### src/source/memPkg.sv
/*
 * Shared types for the memory stage of the integer pipeline.
 * Holds the load, store and write-back encodings, the cause codes
 * that the stage can raise and the CP0 field positions it reads.
 * Modules take it with a wildcard import in their header.
 */
package memPkg;

    // load kind carried from decode
    typedef enum logic [2:0] {
        loadNone,
        loadLb,
        loadLbu,
        loadLh,
        loadLhu,
        loadLw
    } loadTypeE;

    // store kind, also selects the byte strobes
    typedef enum logic [1:0] {
        storeNone,
        storeSb,
        storeSh,
        storeSw
    } storeTypeE;

    typedef enum logic [1:0] {
        wbAlu,                  // alu result
        wbMem,                  // aligned load data
        wbOutB                  // second operand, for moves
    } wbSelE;

    // MIPS cause codes; none and eret sit outside the architected range
    typedef enum logic [4:0] {
        excInt   = 5'd0,
        excAdel  = 5'd4,
        excAdes  = 5'd5,
        excSys   = 5'd8,
        excBp    = 5'd9,
        excRi    = 5'd10,
        excOv    = 5'd12,
        excEret  = 5'd30,       // pseudo code, never written to Cause
        excNone  = 5'd31
    } excCodeE;

    typedef enum logic [1:0] {
        kindNone,
        kindExc,
        kindEret
    } excKindE;

    // CP0 Status / Cause bit positions
    localparam int statusIeBit  = 0;
    localparam int statusExlBit = 1;
    localparam int imLow        = 8;    // IM in Status, IP in Cause
    localparam int imHigh       = 15;

endpackage

### src/source/memStageReg.sv
/*
 * EX/MEM pipeline register.
 * Captures the execute-side fields on every edge where stall is low
 * and holds them otherwise. The memFlush level or the exception flush
 * turns the captured slot into a bubble.
 */
module memStageReg
    import memPkg::*;
(
    input  logic        clk,
    input  logic        rstN,
    input  logic        stall,
    input  logic        memFlush,
    input  logic        flushMem,
    input  logic        exValid,
    input  logic [31:0] exPc,
    input  logic [31:0] exAluOut,
    input  logic [31:0] exOutB,
    input  loadTypeE    exLoadType,
    input  storeTypeE   exStoreType,
    input  logic [4:0]  exDst,
    input  logic        exRegWr,
    input  wbSelE       exWbSel,
    input  excCodeE     exExcCode,
    output logic        memValid,
    output logic [31:0] memPc,
    output logic [31:0] memAluOut,
    output logic [31:0] memOutB,
    output loadTypeE    memLoadType,
    output storeTypeE   memStoreType,
    output logic [4:0]  memDst,
    output logic        memRegWr,
    output wbSelE       memWbSel,
    output excCodeE     memExcCode
);

    logic toBubble;

    assign toBubble = memFlush || flushMem;

    // control fields, cleared on reset and on a bubble
    always_ff @(posedge clk or negedge rstN) begin
        if (!rstN) begin
            memValid     <= 1'b0;
            memRegWr     <= 1'b0;
            memLoadType  <= loadNone;
            memStoreType <= storeNone;
            memExcCode   <= excNone;
        end else if (!stall) begin
            memValid     <= exValid && !toBubble;
            memRegWr     <= exRegWr && !toBubble;
            memLoadType  <= toBubble ? loadNone : exLoadType;
            memStoreType <= toBubble ? storeNone : exStoreType;
            memExcCode   <= toBubble ? excNone : exExcCode;
        end
    end

    always_ff @(posedge clk) begin
        if (!stall) begin
            memPc     <= exPc;
            memAluOut <= exAluOut;
            memOutB   <= exOutB;
            memDst    <= exDst;
            memWbSel  <= exWbSel;
        end
    end

    // a new instruction only enters on an advancing edge
    assert property (@(posedge clk) disable iff (!rstN) $rose(memValid) |-> !$past(stall))
        else $error("memValid rose after a stalled edge");

endmodule

### config.mk
export PLATFORM = sky130hd
export DESIGN_NAME = memStageReg
export DESIGN_NICKNAME = d
export VERILOG_FILES = /design/src/source/memPkg.sv /design/src/source/memStageReg.sv
export SDC_FILE = /design/constraint.sdc
export NUM_CORES = 1
export LEC_CHECK = 0
export ABC_AREA = 1
export BUFFER_PORTS_ARGS = -buffer_cell sky130_fd_sc_hd__buf_2
export CORE_AREA = 4 4 100 102
export DETAILED_ROUTE_END_ITERATION = 8
export DIE_AREA = 0 0 104 106
export GPL_TIMING_DRIVEN = 0
export PLACE_DENSITY = 0.84
export SYNTH_ARGS = -nofsm -noshare
export SYNTH_HDL_FRONTEND = slang
export SYNTH_SLANG_ARGS = --single-unit
export TNS_END_PERCENT = 30
### constraint.sdc
create_clock -name clk -period 2.3 [get_ports clk]
set_input_delay 0.46 -clock clk [delete_from_list [all_inputs] [get_ports clk]]
set_output_delay 0.46 -clock clk [all_outputs]
set_load 0.005 [all_outputs]
==> metrics.txt <==
CP Buf/Inv Count=1; TritonCTS Buffers=17; final worst-path setup slack=701 ps; ANT cells=0; FF+latch count, synth=115; core area=0.00911 sq mm; die footprint=approximately 0.011 sq mm; Lkg Pwr=2.45 nW; Port Buf Inserts=234; chip width=around 100 um; post-route cell area=0.00548 sq mm; CTS max path bufs=2; status=finished clean; crit path max fanout=2; Max Freq=625 MHz; max-cap violations=0; Final ANT Viol Nets=0; Num Clock Sinks=115; WHS=151 ps; Nets=530; average cell area after synthesis=23.1 sq um; DP Worst Slack=446 ps; sequential-to-total area share from yosys stat=94.3%; largest net degree at the start of global routing=113; Max stage delay on crit path=530 ps; Vias/cell=roughly 4.4; RD Place Congestion=0.778; Setup Skew=0 ps; Yosys cell types=11; first-pass GRT wire length=around 14000 um; initial core utilization=around 40%; period utilization=a little over two thirds; Synth area leader=edfxtp_1; Total Routing Usage GR=16.2%; Post-DP HPWL=6700 um; 1st-iter DRT viols=106; Clk Tree Root Cell=clkbuf_8; WS Path Type=register to output port; Synth area leaders=edfxtp_1 (86%), dfrtp_1 (4.9%), dfstp_2 (3.6%), nand2_1 (1.5%), nand3_1 (0.97%); Max rail drop VDD=a little over 0.0006 V; DR pass1 iterations=5; Netlist Area Pre-Place=0.00361 sq mm; max-slew violations=0; setup bufs post-CTS=0; vias in the first global route=2503; CTS clk-pin slew, worst paths=60 ps; Pwr Total=5.25 mW; num rows=35; Least-Margin Pin Slew=999 ps; Slew headroom=33.4%; DRC Markers=0; H-tree depth=4; critical path endpoint category=output port; DRT Wirelength=between 8000 and 9000 um; most common cell after layout, fill and taps aside=buf_2; initial antenna violation count=1; total gr overflow=0; layout cell share with drive strength beyond 1=around two thirds; Final setup viols=0; I/O Pins=235; Fin Setup TNS=0 ps; kind of cell with the highest combined delay on the critical path=flip-flops; CP max-delay cell=dfstp_2; syn_nets=276; TritonCTS clock tree=done; power per cell area=959 mW/mm^2; Die Ht=106 um; worst path required time=1840 ps; crit start category=register; HP Class=input port to register; Area Growth Syn to Fin=52.0%; top-area cell type share of the netlist area=85.8%; dpl cell area=0.00492 sq mm; most frequent cells in the layout=buf_2 (234), edfxtp_1 (103), clkbuf_16 (16); Syn Inst Count=around 160; clk_lat worst skew=480 ps; Synth warnings=0; Routed WL per cell=about 17 um; DR vias=around 2400; Hold Vio Cnt, Final=0; RSZ-0062 raised after global routing=no; minimum clock period=1600 ps; # fillers=about 720; CP arrival=1140 ps; crit-path cells=buf_2
kinds of logic (layout without fill, tap and decap cells):
kind of cell,Yosys count,count (layout),share of synthesized area [%]
DFF,115,115,94.3
buffers and inverters,4,270,1.04
and+or+nand+nor,32,32,3.78
AOI/OAI and AO/OA,5,5,0.902
metrics by stage:
stage | utilization (%) | std cells
after floorplan | - | 156
after global placement | 54.0 | 501
after detailed placement | 54.0 | 501
after CTS | 60.2 | 533
after global routing | 60.2 | 533
final | 60.2 | 533
path summary, 6_finish.rpt:
path	start	endpoint	slack [ps]	depth (start not counted)
hold reg to reg	memLoadType[1]	memLoadType[1]	490	2
hold / removal	exOutB[0]	memOutB[0]	150	1
setup / recovery	memExcCode[1]	memExcCode[1]	700	1
setup reg to reg	memExcCode[3]	memExcCode[3]	1510	2
min in group asynchronous	rstN	memStoreType[1]	380	2
max in group asynchronous	rstN	memExcCode[2]	1650	2
final cells by class:
type | count | area (sq um) | share of cell area, %
Buffer | 3 | 33.8 | 0.616
Clock buffer | 17 | 414 | 7.56
Clock inverter | 14 | 140 | 2.56
Inverter | 1 | 3.75 | 0.0685
Multi-Input combinational cell | 37 | 169 | 3.08
Sequential cell | 115 | 3400 | 62.0
Tap cell | 111 | 139 | 2.53
Timing Repair Buffer | 235 | 1180 | 21.6
cell usage after synthesis:
cell,number
a21oi_1,3
a21oi_2,2
buf_6,3
dfrtp_1,7
dfstp_2,5
edfxtp_1,103
inv_2,1
nand2_1,14
nand3_1,7
nor2_1,8
nor2_2,3
per-layer routing:
metal,vias to the layer above,share of wire (%),track usage (%)
li1,1106,-,-
met1,1114,37,17.2
met2,127,54,29.4
met3,6,8.4,6.38
met4,2,0.83,5.22
met5,-,0.22,0
report_power, final:
group	leakage [nW]	internal (mW)	switching, mW
Sequential	1.16	2.46	0.0408
Clock	0.262	1.53	0.871
Combinational	1.03	0.181	0.173
Total	2.45	4.17	1.08
registers in the layout, indices dropped and copies added, names as in the netlist:
| name | cells |
|---|---|
| memStoreType | 2 |
| memLoadType | 3 |
| memAluOut | 32 |
| memRegWr | 1 |
| memOutB | 32 |
| memValid | 1 |
| memDst | 5 |
| memPc | 32 |
| memWbSel | 2 |
| memExcCode | 5 |
what timing repair did:
item,CTS,global route
gates resized for setup,0,0
endpoints found under the setup margin,0,0
endpoints found under the hold margin,7,0
hold buffers,1,0
No activity file was read; power rests on OpenSTA's default activity.
