**config.mk**
```make
export PLATFORM = sky130hd
export DESIGN_NAME = exceptionUnit
export DESIGN_NICKNAME = d
export VERILOG_FILES = /design/src/source/memPkg.sv /design/src/source/exceptionUnit.sv
export SDC_FILE = /design/constraint.sdc
export NUM_CORES = 1
export LEC_CHECK = 0
export BUFFER_PORTS_ARGS = -buffer_cell sky130_fd_sc_hd__buf_2
export CORE_AREA = 2 2 87 89
export DETAILED_ROUTE_END_ITERATION = 8
export DIE_AREA = 0 0 89 91
export SYNTH_ARGS = -nofsm -noshare
export SYNTH_HDL_FRONTEND = slang
export SYNTH_SLANG_ARGS = --single-unit
```
**constraint.sdc**
```tcl
create_clock -name vclk -period 2.1
set_input_delay 0.42 -clock vclk [all_inputs]
set_output_delay 0.42 -clock vclk [all_outputs]
set_load 0.02 [all_outputs]
```
**src/source/memPkg.sv**
```systemverilog
/*
 * Shared types for the memory stage of the integer pipeline.
 * Holds the load, store and write-back encodings, the cause codes
 * that the stage can raise and the CP0 field positions it reads.
 * Modules take it with a wildcard import in their header.
 */
package memPkg;

    // load kind carried from decode
    typedef enum logic [2:0] {
        loadNone,
        loadLb,
        loadLbu,
        loadLh,
        loadLhu,
        loadLw
    } loadTypeE;

    // store kind, also selects the byte strobes
    typedef enum logic [1:0] {
        storeNone,
        storeSb,
        storeSh,
        storeSw
    } storeTypeE;

    typedef enum logic [1:0] {
        wbAlu,                  // alu result
        wbMem,                  // aligned load data
        wbOutB                  // second operand, for moves
    } wbSelE;

    // MIPS cause codes; none and eret sit outside the architected range
    typedef enum logic [4:0] {
        excInt   = 5'd0,
        excAdel  = 5'd4,
        excAdes  = 5'd5,
        excSys   = 5'd8,
        excBp    = 5'd9,
        excRi    = 5'd10,
        excOv    = 5'd12,
        excEret  = 5'd30,       // pseudo code, never written to Cause
        excNone  = 5'd31
    } excCodeE;

    typedef enum logic [1:0] {
        kindNone,
        kindExc,
        kindEret
    } excKindE;

    // CP0 Status / Cause bit positions
    localparam int statusIeBit  = 0;
    localparam int statusExlBit = 1;
    localparam int imLow        = 8;    // IM in Status, IP in Cause
    localparam int imHigh       = 15;

endpackage

```
**src/source/exceptionUnit.sv**
```systemverilog
/*
 * Exception and interrupt resolution for the instruction in MEM.
 * Chooses one cause by priority: interrupt, then the code carried
 * from earlier stages, then the alignment fault from the RAM.
 * A trap or an eret raises all flush pulses, reports EPC and
 * BadVAddr, and cancels the register write of the instruction.
 */
module exceptionUnit
    import memPkg::*;
(
    input  logic        memValid,
    input  logic [31:0] memPc,
    input  logic [31:0] memAluOut,
    input  storeTypeE   memStoreType,
    input  logic        memRegWr,
    input  excCodeE     memExcCode,
    input  excCodeE     memFault,
    input  logic [31:0] cp0Status,
    input  logic [31:0] cp0Cause,
    output logic        flushId,
    output logic        flushEx,
    output logic        flushMem,
    output excKindE     excKind,
    output excCodeE     excCode,
    output logic [31:0] epc,
    output logic [31:0] badVAddr,
    output excCodeE     memExcCodeFinal,
    output logic        memRegWrFinal
);

    logic [imHigh-imLow:0] imMasked;
    logic                  intTaken;
    logic                  flush;
    excCodeE               code;

    assign imMasked = cp0Status[imHigh:imLow] & cp0Cause[imHigh:imLow];

    // stores have already written the RAM, so they are not interrupted
    assign intTaken = cp0Status[statusIeBit] && !cp0Status[statusExlBit]
                      && (imMasked != '0) && (memStoreType == storeNone);

    always_comb begin
        code = excNone;
        if (memValid) begin
            if (intTaken) begin
                code = excInt;
            end else if (memExcCode != excNone) begin
                code = memExcCode;              // decode / execute cause
            end else begin
                code = memFault;                // alignment, may be none
            end
        end
    end

    always_comb begin
        case (code)
            excNone: excKind = kindNone;
            excEret: excKind = kindEret;
            default: excKind = kindExc;
        endcase
    end

    assign flush    = (excKind != kindNone);
    assign flushId  = flush;
    assign flushEx  = flush;
    assign flushMem = flush;

    assign excCode         = code;
    assign memExcCodeFinal = code;

    assign epc      = flush ? memPc : 32'h0;
    assign badVAddr = (code == excAdel || code == excAdes) ? memAluOut : 32'h0;

    // trapped instructions retire without a register write
    assign memRegWrFinal = memValid && memRegWr && !flush;

    // flush pulses always travel together and belong to a live instruction
    always_comb begin
        if (flushId || flushEx || flushMem) begin
            assert (flushId && flushEx && flushMem && memValid)
                else $error("flush raised without a valid instruction in MEM");
        end
    end

endmodule

```
==> qor_table.md <==
| Metric | Reported | Unit |
|:---|:---|:---|
| Avg Synthesized Cell Area | 6.81 | µm² |
| Tightest hold margin | 1.17 | ns |
| Share of post-route cells with drive strength above 1 | 70.2 | % |
| Flip-flop and latch area | 0 | µm² |
| Data required time at the worst endpoint | 1.68 | ns |
| Routed WL per cell | 13.6 | µm |
| Overall fraction of global-route tracks in use | 11.2 | % |
| Sequential cell count | 0 | - |
| Largest driver fanout on the critical path | 8 | - |
| Met2 track demand over resource | 23.2 | % |
| Total I/O pin count | 222 | - |
| Final period demand of the worst path | 2.15 | ns |
| Met1 Usage GRT | 12.0 | % |
| Worst-case setup margin in the final layout | -0.0531 | ns |
| Top cells by area in the synthesized netlist | sky130_fd_sc_hd__nor3_2 20%, sky130_fd_sc_hd__a31oi_1 13%, sky130_fd_sc_hd__buf_6 12%, sky130_fd_sc_hd__inv_1 9.8%, sky130_fd_sc_hd__nand2_1 9.8% | - |
| Sum of overflow across all layers after global routing | 0 | - |
| DRC violations left | 0 | - |
| Initial DRT Pass Iterations | 4 | - |
| DIE AREA | 8100 | µm² |
| GR Util met3 | 1.27 | % |
| Share of the synthesized area in the top cell type | 20.1 | % |
| Worst Setup Start Kind | input pin | - |
| RSZ-0062 raised after global routing | true | - |
| Layout Nets | 517 | - |
| Dominant cell type by area after synthesis | sky130_fd_sc_hd__nor3_2 | - |
| Antenna-violating nets left | 0 | - |
| Num rows | 31 | - |
| Antenna violations before repair | 0 | - |
| Highest clock rate | 0.464 | GHz |
| Detailed-route wire length | 6400 | µm |
| Number of violations of the max-capacitance limit | 0 | - |
| Maximum number of pins on one net before global-route repair | 35 | - |
| Wire length of the first global-routing pass | 7620 | µm |
| Iteration-0 DRC Markers | 76 | - |
| Status | finished with violations | - |
| Pwr/cell area | 192 | nW/µm² |
| Detailed-route via count | 2083 | - |
| Violations in the final reports | negative setup slack | - |
| Capturing element type of the critical path | output port | - |
| Origin of the worst setup path | cp0Status[11] | - |
| Setup Viol. Count Final | 45 | - |
| Path category of the worst min-delay check | input pin to output port | - |
| Number of global-route vias before repair | 1764 | - |
| Endpoints failing hold | 0 | - |
| Ranking of synthesized cells by instance count | 35 x sky130_fd_sc_hd__inv_1, 35 x sky130_fd_sc_hd__nand2_1, 28 x sky130_fd_sc_hd__a31oi_1, 27 x sky130_fd_sc_hd__nor3_2, 14 x sky130_fd_sc_hd__buf_6 | - |
| Placeable Area | 7140 | µm² |
| CP Class | input pin to output port | - |
| Antenna Diode Count | 0 | - |
| Pins Over Slew Limit | 0 | - |
| Die Height | 91 | µm |
| Syn Inst Count | 197 | - |
| Starting density of the core | 18.8 | % |
| Post-detailed-route via-to-cell ratio | 4.41 | - |
| Peak supply drop | 0.0700 | mV |
| Worst EP arrival | 1.73 | ns |
| Total Power Consumption | 548 | µW |
| Sequential-to-total area share from yosys stat | 0 | % |
| Worst hold path startpoint | memPc[0] | - |
| Multi-input logic area | 1160 | µm² |
| Placer Congestion | 0.746 | - |
| Half-perimeter wire length after placement | 4180 | µm |
| Horiz. Die Dim | 89 | µm |
| Port-buffer cells | 176 | - |
| Crit share post-route | 103 | % |
| Global routing's busiest layer | met2 | - |
| Worst Tran Pin Value | 0.320 | ns |
| Number of distinct library cell variants in the gate-level netlist after synthesis | 31 | - |
| Net count after synthesis | 339 | - |
| FILL cells | 733 | - |
| Static power due to leakage | 1.51 | nW |
| Relative max-transition margin | 78.6 | % |
| Number of clock buffers in the layout | 0 | - |
| Cell Area, Synth | 1340 | µm² |
| Area Overhead vs Synth | 113 | % |
| Number of warnings reported in the yosys synthesis log | 0 | - |
worst paths after layout:
kind / endpoint / slack (ns) / cells past startpoint
setup / recovery: epc[30] / -0.05 / 9
hold / removal: epc[0] / 1.17 / 4
where the power goes:
group	internal [mW]	leakage [nW]	switching, mW
registers	0	0	0
clock network	0	0	0
logic	0.243	1.51	0.306
total	0.243	1.51	0.306
layout make-up:
cell class | instances | share of cell area [%]
Timing Repair Buffer | 204 | 50.3
Multi-Input combinational cell | 134 | 40.8
Inverter | 35 | 4.60
Tap cell | 99 | 4.34
cell families after synthesis:
group | synth area share [%]
AOI/OAI and AO/OA | 27.6
buffers and inverters | 27.8
and+or+nand+nor | 44.6
what timing repair did:
item | CTS | global route
hold buffers | 0 | 0
pin swaps | 1 | 7
setup buffers | 1 | 5
gates cloned | 0 | 7
resized for setup | 48 | 47
endpoints found under the setup margin | 60 | 54
critical path, stage by stage:
cell and delay (ns):
sky130_fd_sc_hd__buf_6 0.09, sky130_fd_sc_hd__a22oi_2 0.17, sky130_fd_sc_hd__nand4_1 0.16, sky130_fd_sc_hd__buf_4 0.18
sky130_fd_sc_hd__a21oi_4 0.12, sky130_fd_sc_hd__buf_4 0.16, sky130_fd_sc_hd__buf_6 0.15, sky130_fd_sc_hd__a31oi_1 0.10
sky130_fd_sc_hd__buf_2 0.17
metal layers:
| layer | up-vias | routed length (µm) |
|---|---|---|
| li1 | 1025 | - |
| met1 | 942 | 2240 |
| met2 | 112 | 3550 |
| met3 | 4 | 576 |
| met4 | 0 | 34 |
| met5 | - | 0 |
cell usage in the layout (no fill, tap or decap), drive strengths merged:
cell type | Yosys | layout
a22oi | 4 | 4
or2b | 2 | 2
nor2 | 2 | 2
inv | 35 | 35
or3 | 1 | 1
a21oi | 3 | 3
nor3 | 33 | 33
clkbuf | 3 | 5
a31oi | 33 | 33
o31a | 1 | 1
nor4b | 1 | 1
nand3 | 2 | 2
and2 | 1 | 1
o21ai | 7 | 7
nor4 | 3 | 3
nand2b | 1 | 1
a21o | 1 | 1
buf | 25 | 199
nand4 | 1 | 1
nand2 | 36 | 36
o31ai | 1 | 1
o211ai | 1 | 1
metrics by stage:
step	TNS, ns	std cells	utilization (%)	area [µm²]	setup slack, ns
after floorplan	-0.191	197	-	1350	-0.0512
after global placement	-4.07	460	32.5	2320	-0.135
after detailed placement	-4.84	460	32.5	2320	-0.135
after CTS	-0.0841	461	35.1	2510	-0.0240
after global routing	-5.81	472	40.0	2860	-0.142
final	-0.895	472	40.0	2860	-0.0531
No activity file was read; power rests on OpenSTA's default activity.
