===== src/source/memPkg.sv =====
/*
 * Shared types for the memory stage of the integer pipeline.
 * Holds the load, store and write-back encodings, the cause codes
 * that the stage can raise and the CP0 field positions it reads.
 * Modules take it with a wildcard import in their header.
 */
package memPkg;

    // load kind carried from decode
    typedef enum logic [2:0] {
        loadNone,
        loadLb,
        loadLbu,
        loadLh,
        loadLhu,
        loadLw
    } loadTypeE;

    // store kind, also selects the byte strobes
    typedef enum logic [1:0] {
        storeNone,
        storeSb,
        storeSh,
        storeSw
    } storeTypeE;

    typedef enum logic [1:0] {
        wbAlu,                  // alu result
        wbMem,                  // aligned load data
        wbOutB                  // second operand, for moves
    } wbSelE;

    // MIPS cause codes; none and eret sit outside the architected range
    typedef enum logic [4:0] {
        excInt   = 5'd0,
        excAdel  = 5'd4,
        excAdes  = 5'd5,
        excSys   = 5'd8,
        excBp    = 5'd9,
        excRi    = 5'd10,
        excOv    = 5'd12,
        excEret  = 5'd30,       // pseudo code, never written to Cause
        excNone  = 5'd31
    } excCodeE;

    typedef enum logic [1:0] {
        kindNone,
        kindExc,
        kindEret
    } excKindE;

    // CP0 Status / Cause bit positions
    localparam int statusIeBit  = 0;
    localparam int statusExlBit = 1;
    localparam int imLow        = 8;    // IM in Status, IP in Cause
    localparam int imHigh       = 15;

endpackage


===== src/source/loadAlign.sv =====
/*
 * Load alignment, bypass value and MEM/WB register.
 * Extracts the byte or halfword lane of the registered RAM word and
 * extends it by load type. fwdData is the MEM-stage result for
 * bypassing; the write-back record is registered on advancing edges.
 */
module loadAlign
    import memPkg::*;
(
    input  logic        clk,
    input  logic        rstN,
    input  logic        stall,
    input  logic        memValid,
    input  logic [31:0] memAluOut,
    input  logic [31:0] memOutB,
    input  loadTypeE    memLoadType,
    input  logic [4:0]  memDst,
    input  wbSelE       memWbSel,
    input  logic [31:0] memRdata,
    input  logic        memRegWrFinal,
    input  excCodeE     memExcCodeFinal,
    output logic [31:0] fwdData,
    output logic        wbValid,
    output logic        wbRegWr,
    output logic [4:0]  wbDst,
    output logic [31:0] wbData
);

    logic [7:0]  laneByte;
    logic [15:0] laneHalf;
    logic [31:0] loadData;
    logic        useLoad;

    assign laneByte = memRdata[{memAluOut[1:0], 3'b000} +: 8];
    assign laneHalf = memAluOut[1] ? memRdata[31:16] : memRdata[15:0];

    always_comb begin
        case (memLoadType)
            loadLb:  loadData = {{24{laneByte[7]}}, laneByte};
            loadLbu: loadData = {24'h0, laneByte};
            loadLh:  loadData = {{16{laneHalf[15]}}, laneHalf};
            loadLhu: loadData = {16'h0, laneHalf};
            default: loadData = memRdata;       // lw
        endcase
    end

    // load data is not ready for bypass in MEM
    assign fwdData = (memWbSel == wbOutB) ? memOutB : memAluOut;

    // a trapped load keeps its address instead of RAM data
    assign useLoad = (memWbSel == wbMem) && (memExcCodeFinal == excNone);

    always_ff @(posedge clk or negedge rstN) begin
        if (!rstN) begin
            wbValid <= 1'b0;
            wbRegWr <= 1'b0;
        end else if (!stall) begin
            wbValid <= memValid;
            wbRegWr <= memRegWrFinal;
        end
    end

    always_ff @(posedge clk) begin
        if (!stall) begin
            wbDst  <= memDst;
            wbData <= useLoad ? loadData : fwdData;
        end
    end

endmodule


===== config.mk =====
export PLATFORM = sky130hd
export DESIGN_NAME = loadAlign
export DESIGN_NICKNAME = d
export VERILOG_FILES = /design/src/source/memPkg.sv /design/src/source/loadAlign.sv
export SDC_FILE = /design/constraint.sdc
export NUM_CORES = 1
export LEC_CHECK = 0
export ABC_AREA = 1
export BUFFER_PORTS_ARGS = -buffer_cell sky130_fd_sc_hd__buf_2
export CORE_MARGIN = 1.5
export CORE_UTILIZATION = 40
export CTS_CLUSTER_DIAMETER = 60
export DETAILED_ROUTE_END_ITERATION = 16
export PLACE_DENSITY = 0.75
export SLEW_MARGIN = 10
export SYNTH_ARGS = -nofsm -noshare
export SYNTH_HDL_FRONTEND = slang
export SYNTH_SLANG_ARGS = --single-unit

===== constraint.sdc =====
create_clock -name clk -period 0.8 [get_ports clk]
set_input_delay 0.04 -clock clk [delete_from_list [all_inputs] [get_ports clk]]
set_output_delay 0.04 -clock clk [all_outputs]
set_load 0.02 [all_outputs]

==> impl_metrics.xml, run 1 <==
<?xml version="1.0" encoding="UTF-8"?>
<metrics>
  <group name="run">
    <metric name="maxCapViolations" unit="">0</metric>
  </group>
  <group name="logic_synthesis">
    <metric name="synthDominantCellAreaShare" unit="%">35.4</metric>
    <metric name="yosysWarnings" unit="">0</metric>
    <metric name="ys_seq_elements" unit="">39</metric>
    <metric name="synth_largest_area_cell" unit="">sky130_fd_sc_hd__edfxtp_1</metric>
    <metric name="synthesis.nets" unit="">568</metric>
    <metric name="ys_types" unit="">22</metric>
    <metric name="seq_area_frac_synth" unit="%">37.0</metric>
    <metric name="postSynthAreaPerCell" unit="um^2">6.95</metric>
    <metric name="synth.top_cells.by_area" unit="">sky130_fd_sc_hd__edfxtp_1 35%, sky130_fd_sc_hd__nand2_1 24%, sky130_fd_sc_hd__nand3_1 9.2%, sky130_fd_sc_hd__inv_1 7.4%, sky130_fd_sc_hd__mux2i_1 5.4%</metric>
    <metric name="synthesis.instances" unit="">452</metric>
    <metric name="netlist_area" unit="um^2">3140</metric>
  </group>
  <group name="global_route">
    <metric name="maximum_number_of_pins_on_one_net_before_global_route_repair" unit="">29</metric>
    <metric name="grt_remaining_overflow" unit="">0</metric>
    <metric name="grt.total_usage" unit="%">29.6</metric>
    <metric name="antenna_found_initial" unit="">1</metric>
    <metric name="first_pass_grt_wire_length" unit="mm">19.4</metric>
    <metric name="grt_pass1_vias" unit="">3947</metric>
  </group>
  <group name="detailed_routing">
    <metric name="first_pass_iters" unit="">6</metric>
    <metric name="drt-vias-per-instance" unit="">5.09</metric>
    <metric name="totalWireLength" unit="mm">12.9</metric>
    <metric name="drcViolationCount" unit="">0</metric>
    <metric name="num_vias" unit="">4085</metric>
    <metric name="drtIter0Drc" unit="">347</metric>
    <metric name="post_route_antenna_net_violation_count" unit="">0</metric>
    <metric name="wl_per_cell" unit="um">16.1</metric>
  </group>
  <group name="floorplan">
    <metric name="floorplan.die.width" unit="um">91.6</metric>
    <metric name="rows" unit="">32</metric>
    <metric name="start_util" unit="%">41.1</metric>
    <metric name="fp.coreArea" unit="um^2">7650</metric>
    <metric name="dieHeight" unit="um">91.6</metric>
    <metric name="io_pins" unit="">187</metric>
    <metric name="design.die.area" unit="um^2">8400</metric>
  </group>
  <group name="hold_path">
    <metric name="worst_hold_path.num_cells" unit="">3</metric>
    <metric name="hp-class" unit="">in -&gt; reg</metric>
    <metric name="hold-path-endpoint" unit="">wbValid</metric>
    <metric name="hold_crit_start" unit="">stall</metric>
  </group>
  <group name="placement">
    <metric name="dpl_wire_length" unit="mm">7.55</metric>
    <metric name="numPortBuffers" unit="">186</metric>
    <metric name="gp_congestion" unit="">0.819</metric>
    <metric name="pre_cts_slack" unit="ns">-0.492</metric>
  </group>
  <group name="clock_tree">
    <metric name="cts_htree_levels" unit="">2</metric>
    <metric name="cts_max_path_buffers" unit="">2</metric>
    <metric name="cts.clk_slew.worst_paths" unit="ns">0.08</metric>
    <metric name="clock_tree.root_cell" unit="">sky130_fd_sc_hd__clkbuf_8</metric>
    <metric name="worst_skew_pair.late_latency" unit="ns">0.30</metric>
    <metric name="clock_sink_count" unit="">39</metric>
    <metric name="numCtsBuffers" unit="">5</metric>
    <metric name="cts_tree" unit="">built</metric>
  </group>
  <group name="final_layout">
    <metric name="final_core_utilization" unit="%">76.5</metric>
    <metric name="layout_commonest_cell" unit="">sky130_fd_sc_hd__nand2_1</metric>
    <metric name="antennaDiodeCount" unit="">0</metric>
    <metric name="layout_common_cells" unit="">179 x sky130_fd_sc_hd__nand2_1, 132 x sky130_fd_sc_hd__buf_2, 61 x sky130_fd_sc_hd__buf_6</metric>
    <metric name="final_layout_size_suffix_gt1_share" unit="%">53.4</metric>
    <metric name="layout.filler_cells" unit="">514</metric>
    <metric name="num-nets-final" unit="">816</metric>
    <metric name="syn_to_final_growth" unit="%">86.3</metric>
  </group>
  <group name="power_and_ir_drop">
    <metric name="power-per-cell-area" unit="nW/um^2">1320</metric>
    <metric name="max-vdd-ir-drop" unit="mV">0.739</metric>
    <metric name="leakage_power_total" unit="uW">0.00316</metric>
  </group>
  <group name="setup_path">
    <metric name="start_kind" unit="">primary input</metric>
    <metric name="reg2reg_to" unit="">wbValid</metric>
    <metric name="crit_required" unit="ns">0.97</metric>
    <metric name="reg2regPathDepth" unit="">2</metric>
    <metric name="critPathKind" unit="">in -&gt; reg</metric>
    <metric name="critical_path.max_fanout" unit="">6</metric>
    <metric name="worstPathArrival" unit="ns">1.11</metric>
    <metric name="critPathCaptureType" unit="">flop</metric>
    <metric name="regToRegSetupSlack" unit="ns">0.15</metric>
    <metric name="timing.rr.start" unit="">wbValid</metric>
  </group>
  <group name="sta">
    <metric name="finalSetupViolations" unit="">100</metric>
    <metric name="hold_viol" unit="">0</metric>
    <metric name="grt_setup_unrepaired" unit="">true</metric>
    <metric name="finalClockSkew" unit="ns">0</metric>
    <metric name="worst_slack" unit="ns">-0.138</metric>
    <metric name="fmaxAchievable" unit="GHz">1.07</metric>
    <metric name="report.final.slew_viol_count" unit="">0</metric>
    <metric name="timing_worst_slew_pin_value" unit="ns">0.250</metric>
    <metric name="fin_crit" unit="ns">0.938</metric>
    <metric name="max_slew_headroom" unit="%">83.3</metric>
    <metric name="timing.final.crit_share" unit="%">117</metric>
  </group>
  <group name="status">
    <metric name="run_status" unit="">finished with violations</metric>
    <metric name="failed_checks" unit="">setup timing</metric>
  </group>
</metrics>
stage by stage:
step                cells  cell area [um^2]  setup TNS (ns)  power (uW)  hold slack [ns]
finish                803              5850           -7.46        7750           0.0306
global route          803              5850          -11.26        8030           0.0514
CTS                   803              5620           -6.12        7470          0.00504
detailed placement    767              4570          -22.83        4840           -0.173
global placement      767              4570          -21.32        4780           -0.176
floorplan             452              3270          -10.70        3910           -0.256
worst max-delay path by stage:
stage                         from    endpoint  slack, ns  cells after the start
floorplan           memLoadType[2]  wbData[11]      -0.20                      8
global placement       memWbSel[0]   wbData[3]      -0.45                      6
global route        memLoadType[2]  wbData[25]      -0.21                     10
finish              memLoadType[2]  wbData[25]      -0.14                     10
detailed placement     memWbSel[0]   wbData[6]      -0.49                      6
CTS                 memLoadType[2]   wbData[9]      -0.12                      9
synth_stat cells (all sizes together):
| master | number |
|---|---|
| a21oi | 10 |
| nand3 | 58 |
| nand3b | 1 |
| mux2 | 11 |
| inv | 63 |
| dfrtp | 2 |
| edfxtp | 37 |
| buf | 18 |
| mux2i | 17 |
| nor2 | 9 |
| nand4 | 1 |
| clkbuf | 5 |
| nand2 | 212 |
| o21ai | 8 |
power by group:
group	internal [uW]	leakage (uW)	switching [uW]
registers	2450	0.000387	65.4
logic	1480	0.00271	1740
clock network	1250	0.0000654	766
sequential cells by signal, indices dropped and copies added (netlist names):
name     cells
wbData      32
wbRegWr      1
wbValid      1
wbDst        5
cell families after synthesis:
group	count (synthesis)	synth area share [%]
AND/OR/NAND/NOR	281	38.4
buffers and inverters	86	12.4
flip-flops	39	37.0
multiplexers	28	9.36
AO/OA/AOI/OAI	18	2.87
critical path: stages:
cell	delay, ns
sky130_fd_sc_hd__buf_8	0.08
sky130_fd_sc_hd__clkinvlp_4	0.13
sky130_fd_sc_hd__nand3_2	0.14
sky130_fd_sc_hd__nand2_8	0.08
sky130_fd_sc_hd__nor2_4	0.22
sky130_fd_sc_hd__buf_8	0.16
sky130_fd_sc_hd__nand2_1	0.05
sky130_fd_sc_hd__nand3_1	0.07
sky130_fd_sc_hd__nand2_1	0.06
sky130_fd_sc_hd__nand2_1	0.08
final cells by class:
| cell class | count | area, um^2 | area share [%] |
|---|---|---|---|
| inverter | 63 | 265 | 4.53 |
| clock inverter | 2 | 60.1 | 1.03 |
| tap | 102 | 128 | 2.18 |
| clock buffer | 6 | 72.6 | 1.24 |
| sequential | 39 | 1160 | 19.8 |
| multi-input combinational | 337 | 2210 | 37.8 |
| timing repair buffer | 254 | 1950 | 33.4 |
per-layer routing:
metal  track usage [%]  up-vias  part of all wire (%)
met5                 0        -                 0.077
met3              4.98       37                   9.2
met4              9.51        2                   2.6
met1              34.6     1886                    36
met2              54.7      223                    52
li1                  -     1937                     -
timing repair:
item                       CTS  global route
pin swaps                   36            15
gates cloned                11             0
resized for setup          171            57
setup buffers               14             0
setup endpoints to repair  103           103
hold buffers                 8             0
hold endpoints to repair     9             0
Power figures use the tool's default switching activity.
==> inputs of run 2 (changes only) <==
--- a/config.mk
+++ b/config.mk
@@ -11,7 +11,7 @@
 export CORE_UTILIZATION = 40
 export CTS_CLUSTER_DIAMETER = 60
 export DETAILED_ROUTE_END_ITERATION = 16
-export PLACE_DENSITY = 0.75
+export PLACE_DENSITY = 0.78
 export SLEW_MARGIN = 10
 export SYNTH_ARGS = -nofsm -noshare
 export SYNTH_HDL_FRONTEND = slang
==> impl_metrics.xml, run 2 (same netlist as run 1, synthesis figures left out) <==
<?xml version="1.0" encoding="UTF-8"?>
<metrics>
  <group name="status">
    <metric name="run_status" unit="">finished with violations</metric>
    <metric name="failed_checks" unit="">setup timing</metric>
  </group>
  <group name="power_and_ir_drop">
    <metric name="power-per-cell-area" unit="nW/um^2">1270</metric>
    <metric name="max-vdd-ir-drop" unit="mV">0.776</metric>
    <metric name="leakage_power_total" unit="uW">0.00323</metric>
  </group>
  <group name="floorplan">
    <metric name="floorplan.die.width" unit="um">91.6</metric>
    <metric name="dieHeight" unit="um">91.6</metric>
    <metric name="io_pins" unit="">187</metric>
    <metric name="design.die.area" unit="um^2">8400</metric>
    <metric name="start_util" unit="%">41.1</metric>
    <metric name="fp.coreArea" unit="um^2">7650</metric>
    <metric name="rows" unit="">32</metric>
  </group>
  <group name="setup_path">
    <metric name="reg2reg_to" unit="">wbValid</metric>
    <metric name="critPathKind" unit="">in -&gt; reg</metric>
    <metric name="cpPeakStageDelay" unit="ns">0.14</metric>
    <metric name="start_kind" unit="">primary input</metric>
    <metric name="timing.rr.start" unit="">wbValid</metric>
    <metric name="path_cells" unit="">buf_8, clkinvlp_4, nand3_2, nand2_4, nor2_8, buf_12, buf_12, a21oi_1, nand2_1, nand2_1</metric>
    <metric name="regToRegSetupSlack" unit="ns">0</metric>
    <metric name="timing.critical_path.buf_inv" unit="">4</metric>
    <metric name="path_delay_family" unit="">simple AND/OR/NAND/NOR gates</metric>
    <metric name="crit_required" unit="ns">0.85</metric>
    <metric name="critical_path.max_fanout" unit="">8</metric>
    <metric name="worstPathArrival" unit="ns">1.08</metric>
    <metric name="critPathCaptureType" unit="">flop</metric>
    <metric name="cp_slowest_cell" unit="">sky130_fd_sc_hd__buf_12</metric>
    <metric name="reg2regPathDepth" unit="">3</metric>
  </group>
  <group name="placement">
    <metric name="numPortBuffers" unit="">186</metric>
    <metric name="place_inst" unit="">765</metric>
    <metric name="gp_congestion" unit="">0.864</metric>
    <metric name="dpl_wire_length" unit="mm">8.07</metric>
  </group>
  <group name="sta">
    <metric name="fin_tns_setup" unit="ns">-9.49</metric>
    <metric name="timing.final.crit_share" unit="%">129</metric>
    <metric name="fin_crit" unit="ns">1.04</metric>
    <metric name="fmaxAchievable" unit="GHz">0.966</metric>
    <metric name="finalSetupViolations" unit="">101</metric>
    <metric name="grt_setup_unrepaired" unit="">true</metric>
    <metric name="finalClockSkew" unit="ns">0</metric>
    <metric name="hold_viol" unit="">0</metric>
    <metric name="worst_slack" unit="ns">-0.236</metric>
    <metric name="max_slew_headroom" unit="%">83.8</metric>
    <metric name="timing_worst_slew_pin_value" unit="ns">0.243</metric>
    <metric name="report.final.slew_viol_count" unit="">0</metric>
  </group>
  <group name="clock_tree">
    <metric name="cts_tree" unit="">built</metric>
    <metric name="cts.clk_slew.worst_paths" unit="ns">0.08</metric>
    <metric name="clock_tree.root_cell" unit="">sky130_fd_sc_hd__clkbuf_8</metric>
    <metric name="numCtsBuffers" unit="">5</metric>
    <metric name="clock_sink_count" unit="">39</metric>
    <metric name="cts_htree_levels" unit="">2</metric>
    <metric name="worst_skew_pair.late_latency" unit="ns">0.29</metric>
    <metric name="cts_max_path_buffers" unit="">2</metric>
  </group>
  <group name="final_layout">
    <metric name="finish.cell_count_without_fillers" unit="">806</metric>
    <metric name="largest_register_ff_count" unit="">32</metric>
    <metric name="regMostFlops" unit="">wbData</metric>
    <metric name="layout.filler_cells" unit="">508</metric>
    <metric name="layout_common_cells" unit="">183 x sky130_fd_sc_hd__nand2_1, 119 x sky130_fd_sc_hd__buf_2, 65 x sky130_fd_sc_hd__buf_6</metric>
    <metric name="multi_input_comb_area" unit="um^2">2110</metric>
    <metric name="regArea" unit="um^2">1160</metric>
    <metric name="antennaDiodeCount" unit="">0</metric>
    <metric name="num-nets-final" unit="">819</metric>
    <metric name="final_layout_size_suffix_gt1_share" unit="%">53.8</metric>
    <metric name="top_regs" unit="">wbData (32), wbDst (5)</metric>
    <metric name="layout_commonest_cell" unit="">sky130_fd_sc_hd__nand2_1</metric>
    <metric name="syn_to_final_growth" unit="%">90.9</metric>
  </group>
  <group name="detailed_routing">
    <metric name="drt-vias-per-instance" unit="">5.28</metric>
    <metric name="totalWireLength" unit="mm">14.3</metric>
    <metric name="drcViolationCount" unit="">0</metric>
    <metric name="drtIter0Drc" unit="">365</metric>
    <metric name="wl_per_cell" unit="um">17.7</metric>
    <metric name="post_route_antenna_net_violation_count" unit="">0</metric>
    <metric name="num_vias" unit="">4257</metric>
    <metric name="first_pass_iters" unit="">5</metric>
  </group>
  <group name="hold_path">
    <metric name="hp-class" unit="">in -&gt; reg</metric>
    <metric name="hold_crit_start" unit="">stall</metric>
    <metric name="hold-path-endpoint" unit="">wbValid</metric>
    <metric name="worst_hold_path.num_cells" unit="">3</metric>
  </group>
  <group name="global_route">
    <metric name="maximum_number_of_pins_on_one_net_before_global_route_repair" unit="">27</metric>
    <metric name="antenna_found_initial" unit="">0</metric>
    <metric name="use_met1" unit="%">31.9</metric>
    <metric name="grt_remaining_overflow" unit="">0</metric>
    <metric name="groute.layer.met3.usage" unit="%">5.22</metric>
    <metric name="grt_most_used_layer" unit="">met2</metric>
    <metric name="first_pass_grt_wire_length" unit="mm">18.7</metric>
    <metric name="grt_pass1_vias" unit="">3970</metric>
    <metric name="global_route.usage.met2" unit="%">52.7</metric>
    <metric name="grt.total_usage" unit="%">28.3</metric>
  </group>
  <group name="run">
    <metric name="maxCapViolations" unit="">0</metric>
  </group>
</metrics>
==> run 2: changes by cell type in the layout (fill, tap and decap cells not counted), moves of 5 or more <==
cell,before,now
sky130_fd_sc_hd__buf_12,7,16
sky130_fd_sc_hd__buf_4,42,47
sky130_fd_sc_hd__nand3_2,18,24
sky130_fd_sc_hd__mux2_4,6,11
sky130_fd_sc_hd__buf_2,132,119
sky130_fd_sc_hd__mux2_2,5,0
==> run 2: how the worst max path moves through the flow <==
| stage | cells past startpoint | startpoint | slack (ns) | endpoint |
|---|---|---|---|---|
| detailed placement | 6 | memWbSel[0] | -0.50 | wbData[3] |
| floorplan | 8 | memLoadType[2] | -0.20 | wbData[11] |
| finish | 10 | memLoadType[2] | -0.24 | wbData[12] |
| CTS | 10 | memLoadType[2] | -0.11 | wbData[9] |
| global placement | 6 | memWbSel[0] | -0.45 | wbData[5] |
| global route | 10 | memLoadType[2] | -0.29 | wbData[12] |
==> run 2: metrics by stage <==
stage,cell area [um^2],util [%],setup slack (ns),hold slack [ns],total power (uW)
after floorplan,3270,-,-0.201,-0.256,3910
after global placement,4610,60.3,-0.453,-0.174,4770
after detailed placement,4610,60.3,-0.503,-0.164,4840
after CTS,5400,70.5,-0.114,0.0265,7000
after global routing,6000,78.4,-0.293,0.0736,7910
final,6000,78.4,-0.236,0.0765,7640
==> run 2: area by class of cell <==
type / count / area share, %
Inverter: 63 / 4.74
Clock inverter: 2 / 0.584
Multi-Input combinational cell: 332 / 35.1
Timing Repair Buffer: 262 / 36.7
Clock buffer: 6 / 1.38
Sequential cell: 39 / 19.4
Tap cell: 102 / 2.13
==> run 2: report_power, final <==
group	internal (uW)	switching [uW]
Clock	1010	780
Sequential	2460	84.3
Combinational	1570	1740
Total	5040	2600
==> run 2: layer usage <==
layer  wire [um]  share of wire (%)
met1        4890                 34
met2        7390                 52
met3        1350                9.4
met4         629                4.4
met5           0                  0
==> run 2: what timing repair did <==
item,in CTS,in global routing
hold buffers,8,0
cloned,5,2
resized for setup,113,136
endpoints found under the setup margin,103,103
pin swaps,26,17
setup buffers,12,9
hold endpoints to repair,9,0
==> run 2: worst min-delay path: stages <==
cell and delay, ns:
sky130_fd_sc_hd__buf_2 0.14, sky130_fd_sc_hd__nand2_1 0.09, sky130_fd_sc_hd__nand2_1 0.06
==> inputs of run 3 (changes only) <==
--- a/config.mk
+++ b/config.mk
@@ -7,11 +7,13 @@
 export LEC_CHECK = 0
 export ABC_AREA = 1
 export BUFFER_PORTS_ARGS = -buffer_cell sky130_fd_sc_hd__buf_2
+export CELL_PAD_IN_SITES_DETAIL_PLACEMENT = 1
+export CELL_PAD_IN_SITES_GLOBAL_PLACEMENT = 1
 export CORE_MARGIN = 1.5
-export CORE_UTILIZATION = 40
+export CORE_UTILIZATION = 26
 export CTS_CLUSTER_DIAMETER = 60
 export DETAILED_ROUTE_END_ITERATION = 16
-export PLACE_DENSITY = 0.78
+export PLACE_DENSITY_LB_ADDON = 0.1
 export SLEW_MARGIN = 10
 export SYNTH_ARGS = -nofsm -noshare
 export SYNTH_HDL_FRONTEND = slang
==> impl_metrics.xml, run 3 (same netlist as run 1, synthesis figures left out) <==
<?xml version="1.0" encoding="UTF-8"?>
<metrics>
  <group name="floorplan">
    <metric name="design.die.area" unit="um^2">12800</metric>
    <metric name="dieHeight" unit="um">113</metric>
    <metric name="fp.coreArea" unit="um^2">11600</metric>
    <metric name="floorplan.die.width" unit="um">113</metric>
    <metric name="io_pins" unit="">187</metric>
    <metric name="rows" unit="">39</metric>
    <metric name="start_util" unit="%">27.1</metric>
  </group>
  <group name="run">
    <metric name="maxCapViolations" unit="">0</metric>
  </group>
  <group name="setup_path">
    <metric name="path_cells" unit="">buf_4, inv_1, nand3_2, nand2_4, nor2_8, buf_6, buf_12, nand2_1, nand3_1, nand2_1, nand2_1</metric>
    <metric name="critical_path.startpoint" unit="">memLoadType[0]</metric>
    <metric name="start_kind" unit="">primary input</metric>
    <metric name="worstPathArrival" unit="ns">1.01</metric>
    <metric name="critical_path.max_fanout" unit="">8</metric>
    <metric name="cpPeakStageDelay" unit="ns">0.14</metric>
    <metric name="regToRegSetupSlack" unit="ns">0.01</metric>
    <metric name="critPathCaptureType" unit="">flop</metric>
    <metric name="critPathMostFrequentCell" unit="">sky130_fd_sc_hd__nand2_1</metric>
    <metric name="critPathKind" unit="">in -&gt; reg</metric>
    <metric name="timing.rr.start" unit="">wbRegWr</metric>
    <metric name="crit_required" unit="ns">0.84</metric>
    <metric name="cp_slowest_cell" unit="">sky130_fd_sc_hd__buf_4</metric>
  </group>
  <group name="clock_tree">
    <metric name="clock_sink_count" unit="">39</metric>
    <metric name="cts_max_path_buffers" unit="">2</metric>
    <metric name="numCtsBuffers" unit="">5</metric>
    <metric name="clock_tree.root_cell" unit="">sky130_fd_sc_hd__clkbuf_16</metric>
    <metric name="worst_skew_pair.late_latency" unit="ns">0.28</metric>
    <metric name="cts_htree_levels" unit="">2</metric>
    <metric name="cts_tree" unit="">built</metric>
    <metric name="cts.clk_slew.worst_paths" unit="ns">0.06</metric>
  </group>
  <group name="power_and_ir_drop">
    <metric name="design_power_total" unit="uW">8050</metric>
    <metric name="power-per-cell-area" unit="nW/um^2">1350</metric>
    <metric name="leakage_power_total" unit="uW">0.00320</metric>
    <metric name="max-vdd-ir-drop" unit="mV">0.920</metric>
  </group>
  <group name="placement">
    <metric name="dpl_wire_length" unit="mm">9.54</metric>
    <metric name="numPortBuffers" unit="">186</metric>
    <metric name="gp_congestion" unit="">0.827</metric>
    <metric name="pre_cts_slack" unit="ns">-0.517</metric>
  </group>
  <group name="status">
    <metric name="run_status" unit="">finished with violations</metric>
    <metric name="failed_checks" unit="">setup timing</metric>
  </group>
  <group name="sta">
    <metric name="max_slew_headroom" unit="%">85.4</metric>
    <metric name="timing_worst_slew_pin_value" unit="ns">0.219</metric>
    <metric name="fmaxAchievable" unit="GHz">1.03</metric>
    <metric name="fin_crit" unit="ns">0.973</metric>
    <metric name="timing.hold.ws" unit="ns">0.0659</metric>
    <metric name="finalClockSkew" unit="ns">0</metric>
    <metric name="hold_viol" unit="">0</metric>
    <metric name="report.final.slew_viol_count" unit="">0</metric>
    <metric name="grt_setup_unrepaired" unit="">true</metric>
    <metric name="finalSetupViolations" unit="">103</metric>
    <metric name="timing.final.crit_share" unit="%">122</metric>
    <metric name="worst_slack" unit="ns">-0.173</metric>
  </group>
  <group name="final_layout">
    <metric name="largest_register_ff_count" unit="">32</metric>
    <metric name="num-nets-final" unit="">816</metric>
    <metric name="layout_common_cells" unit="">178 x sky130_fd_sc_hd__nand2_1, 120 x sky130_fd_sc_hd__buf_2, 70 x sky130_fd_sc_hd__buf_6</metric>
    <metric name="regArea" unit="um^2">1160</metric>
    <metric name="layout.filler_cells" unit="">1428</metric>
    <metric name="syn_to_final_growth" unit="%">89.2</metric>
    <metric name="top_regs" unit="">wbData (32), wbDst (5)</metric>
    <metric name="multi_input_comb_area" unit="um^2">2040</metric>
    <metric name="final_core_utilization" unit="%">51.2</metric>
    <metric name="final_layout_size_suffix_gt1_share" unit="%">52.4</metric>
    <metric name="regMostFlops" unit="">wbData</metric>
    <metric name="layout_commonest_cell" unit="">sky130_fd_sc_hd__nand2_1</metric>
  </group>
  <group name="detailed_routing">
    <metric name="drt-vias-per-instance" unit="">4.69</metric>
    <metric name="first_pass_iters" unit="">4</metric>
    <metric name="wl_per_cell" unit="um">16.5</metric>
    <metric name="post_route_antenna_net_violation_count" unit="">0</metric>
    <metric name="drtIter0Drc" unit="">152</metric>
    <metric name="num_vias" unit="">3965</metric>
    <metric name="drcViolationCount" unit="">0</metric>
    <metric name="totalWireLength" unit="mm">14.0</metric>
  </group>
  <group name="global_route">
    <metric name="grt_pass1_vias" unit="">4304</metric>
    <metric name="first_pass_grt_wire_length" unit="mm">21.3</metric>
    <metric name="grt.total_usage" unit="%">21.2</metric>
    <metric name="grt_remaining_overflow" unit="">0</metric>
    <metric name="maximum_number_of_pins_on_one_net_before_global_route_repair" unit="">25</metric>
    <metric name="antenna_found_initial" unit="">0</metric>
  </group>
  <group name="hold_path">
    <metric name="hold_crit_start" unit="">stall</metric>
    <metric name="hp-class" unit="">in -&gt; reg</metric>
  </group>
</metrics>
## run 3: cell types whose count changed in the layout (fill, tap and decap cells not counted), moves of 3 or more
cell	previous run	this run
sky130_fd_sc_hd__nand3_2	24	13
sky130_fd_sc_hd__buf_12	16	11
sky130_fd_sc_hd__clkbuf_8	6	0
sky130_fd_sc_hd__nand2_2	20	24
sky130_fd_sc_hd__buf_6	65	70
sky130_fd_sc_hd__clkbuf_16	1	6
sky130_fd_sc_hd__nand3_1	33	44
sky130_fd_sc_hd__nand2_1	183	178
sky130_fd_sc_hd__mux2i_1	6	9
sky130_fd_sc_hd__mux2i_2	7	3
## run 3: critical path: cells and delay by family
family / cells / cell delay, ns
buffers and inverters: 4 / 0.47
AND/OR/NAND/NOR: 7 / 0.48
## run 3: report_power, final
group | total (uW) | internal [uW] | switching (uW)
Clock | 2330 | 1470 | 859
Combinational | 3190 | 1530 | 1660
Sequential | 2530 | 2460 | 71.9
## run 3: per-stage QoR
step / cells / area [um^2] / TNS [ns]
finish: 845 / 5940 / -6.75
detailed placement: 811 / 4670 / -23.77
CTS: 839 / 5610 / -6.37
global route: 844 / 5940 / -11.25
floorplan: 452 / 3270 / -10.70
global placement: 811 / 4670 / -21.89
## run 3: layout make-up
cell class              instances  share of cell area, %
inverters                      63                   4.63
flip-flops and latches         39                   19.5
repair buffers                260                   35.5
clock inverters                 3                  0.737
clock buffers                   5                   2.11
diodes                          1                 0.0421
multi-input cells             331                   34.4
well taps                     143                   3.01
## run 3: final timing paths
kind                               to  cells past startpoint
hold reg to reg               wbValid                      2
hold / removal                wbValid                      3
setup reg to reg              wbRegWr                      3
max in group asynchronous     wbRegWr                      2
setup / recovery           wbData[29]                     11
min in group asynchronous     wbValid                      2
## run 3: metal layers
layer,wire (um),GRT usage (%),vias to the layer above
met4,151,4.58,0
met3,491,2.73,12
met1,5680,24.6,1917
met2,7630,41.5,102
li1,-,-,1934
met5,0,0,-
## run 3: timing repair
action	in CTS	in global routing
hold buffers	8	0
gates cloned	6	1
endpoints found under the setup margin	103	103
gates resized for setup	151	85
setup buffers	6	6
hold endpoints to repair	9	0
pin swaps	22	31
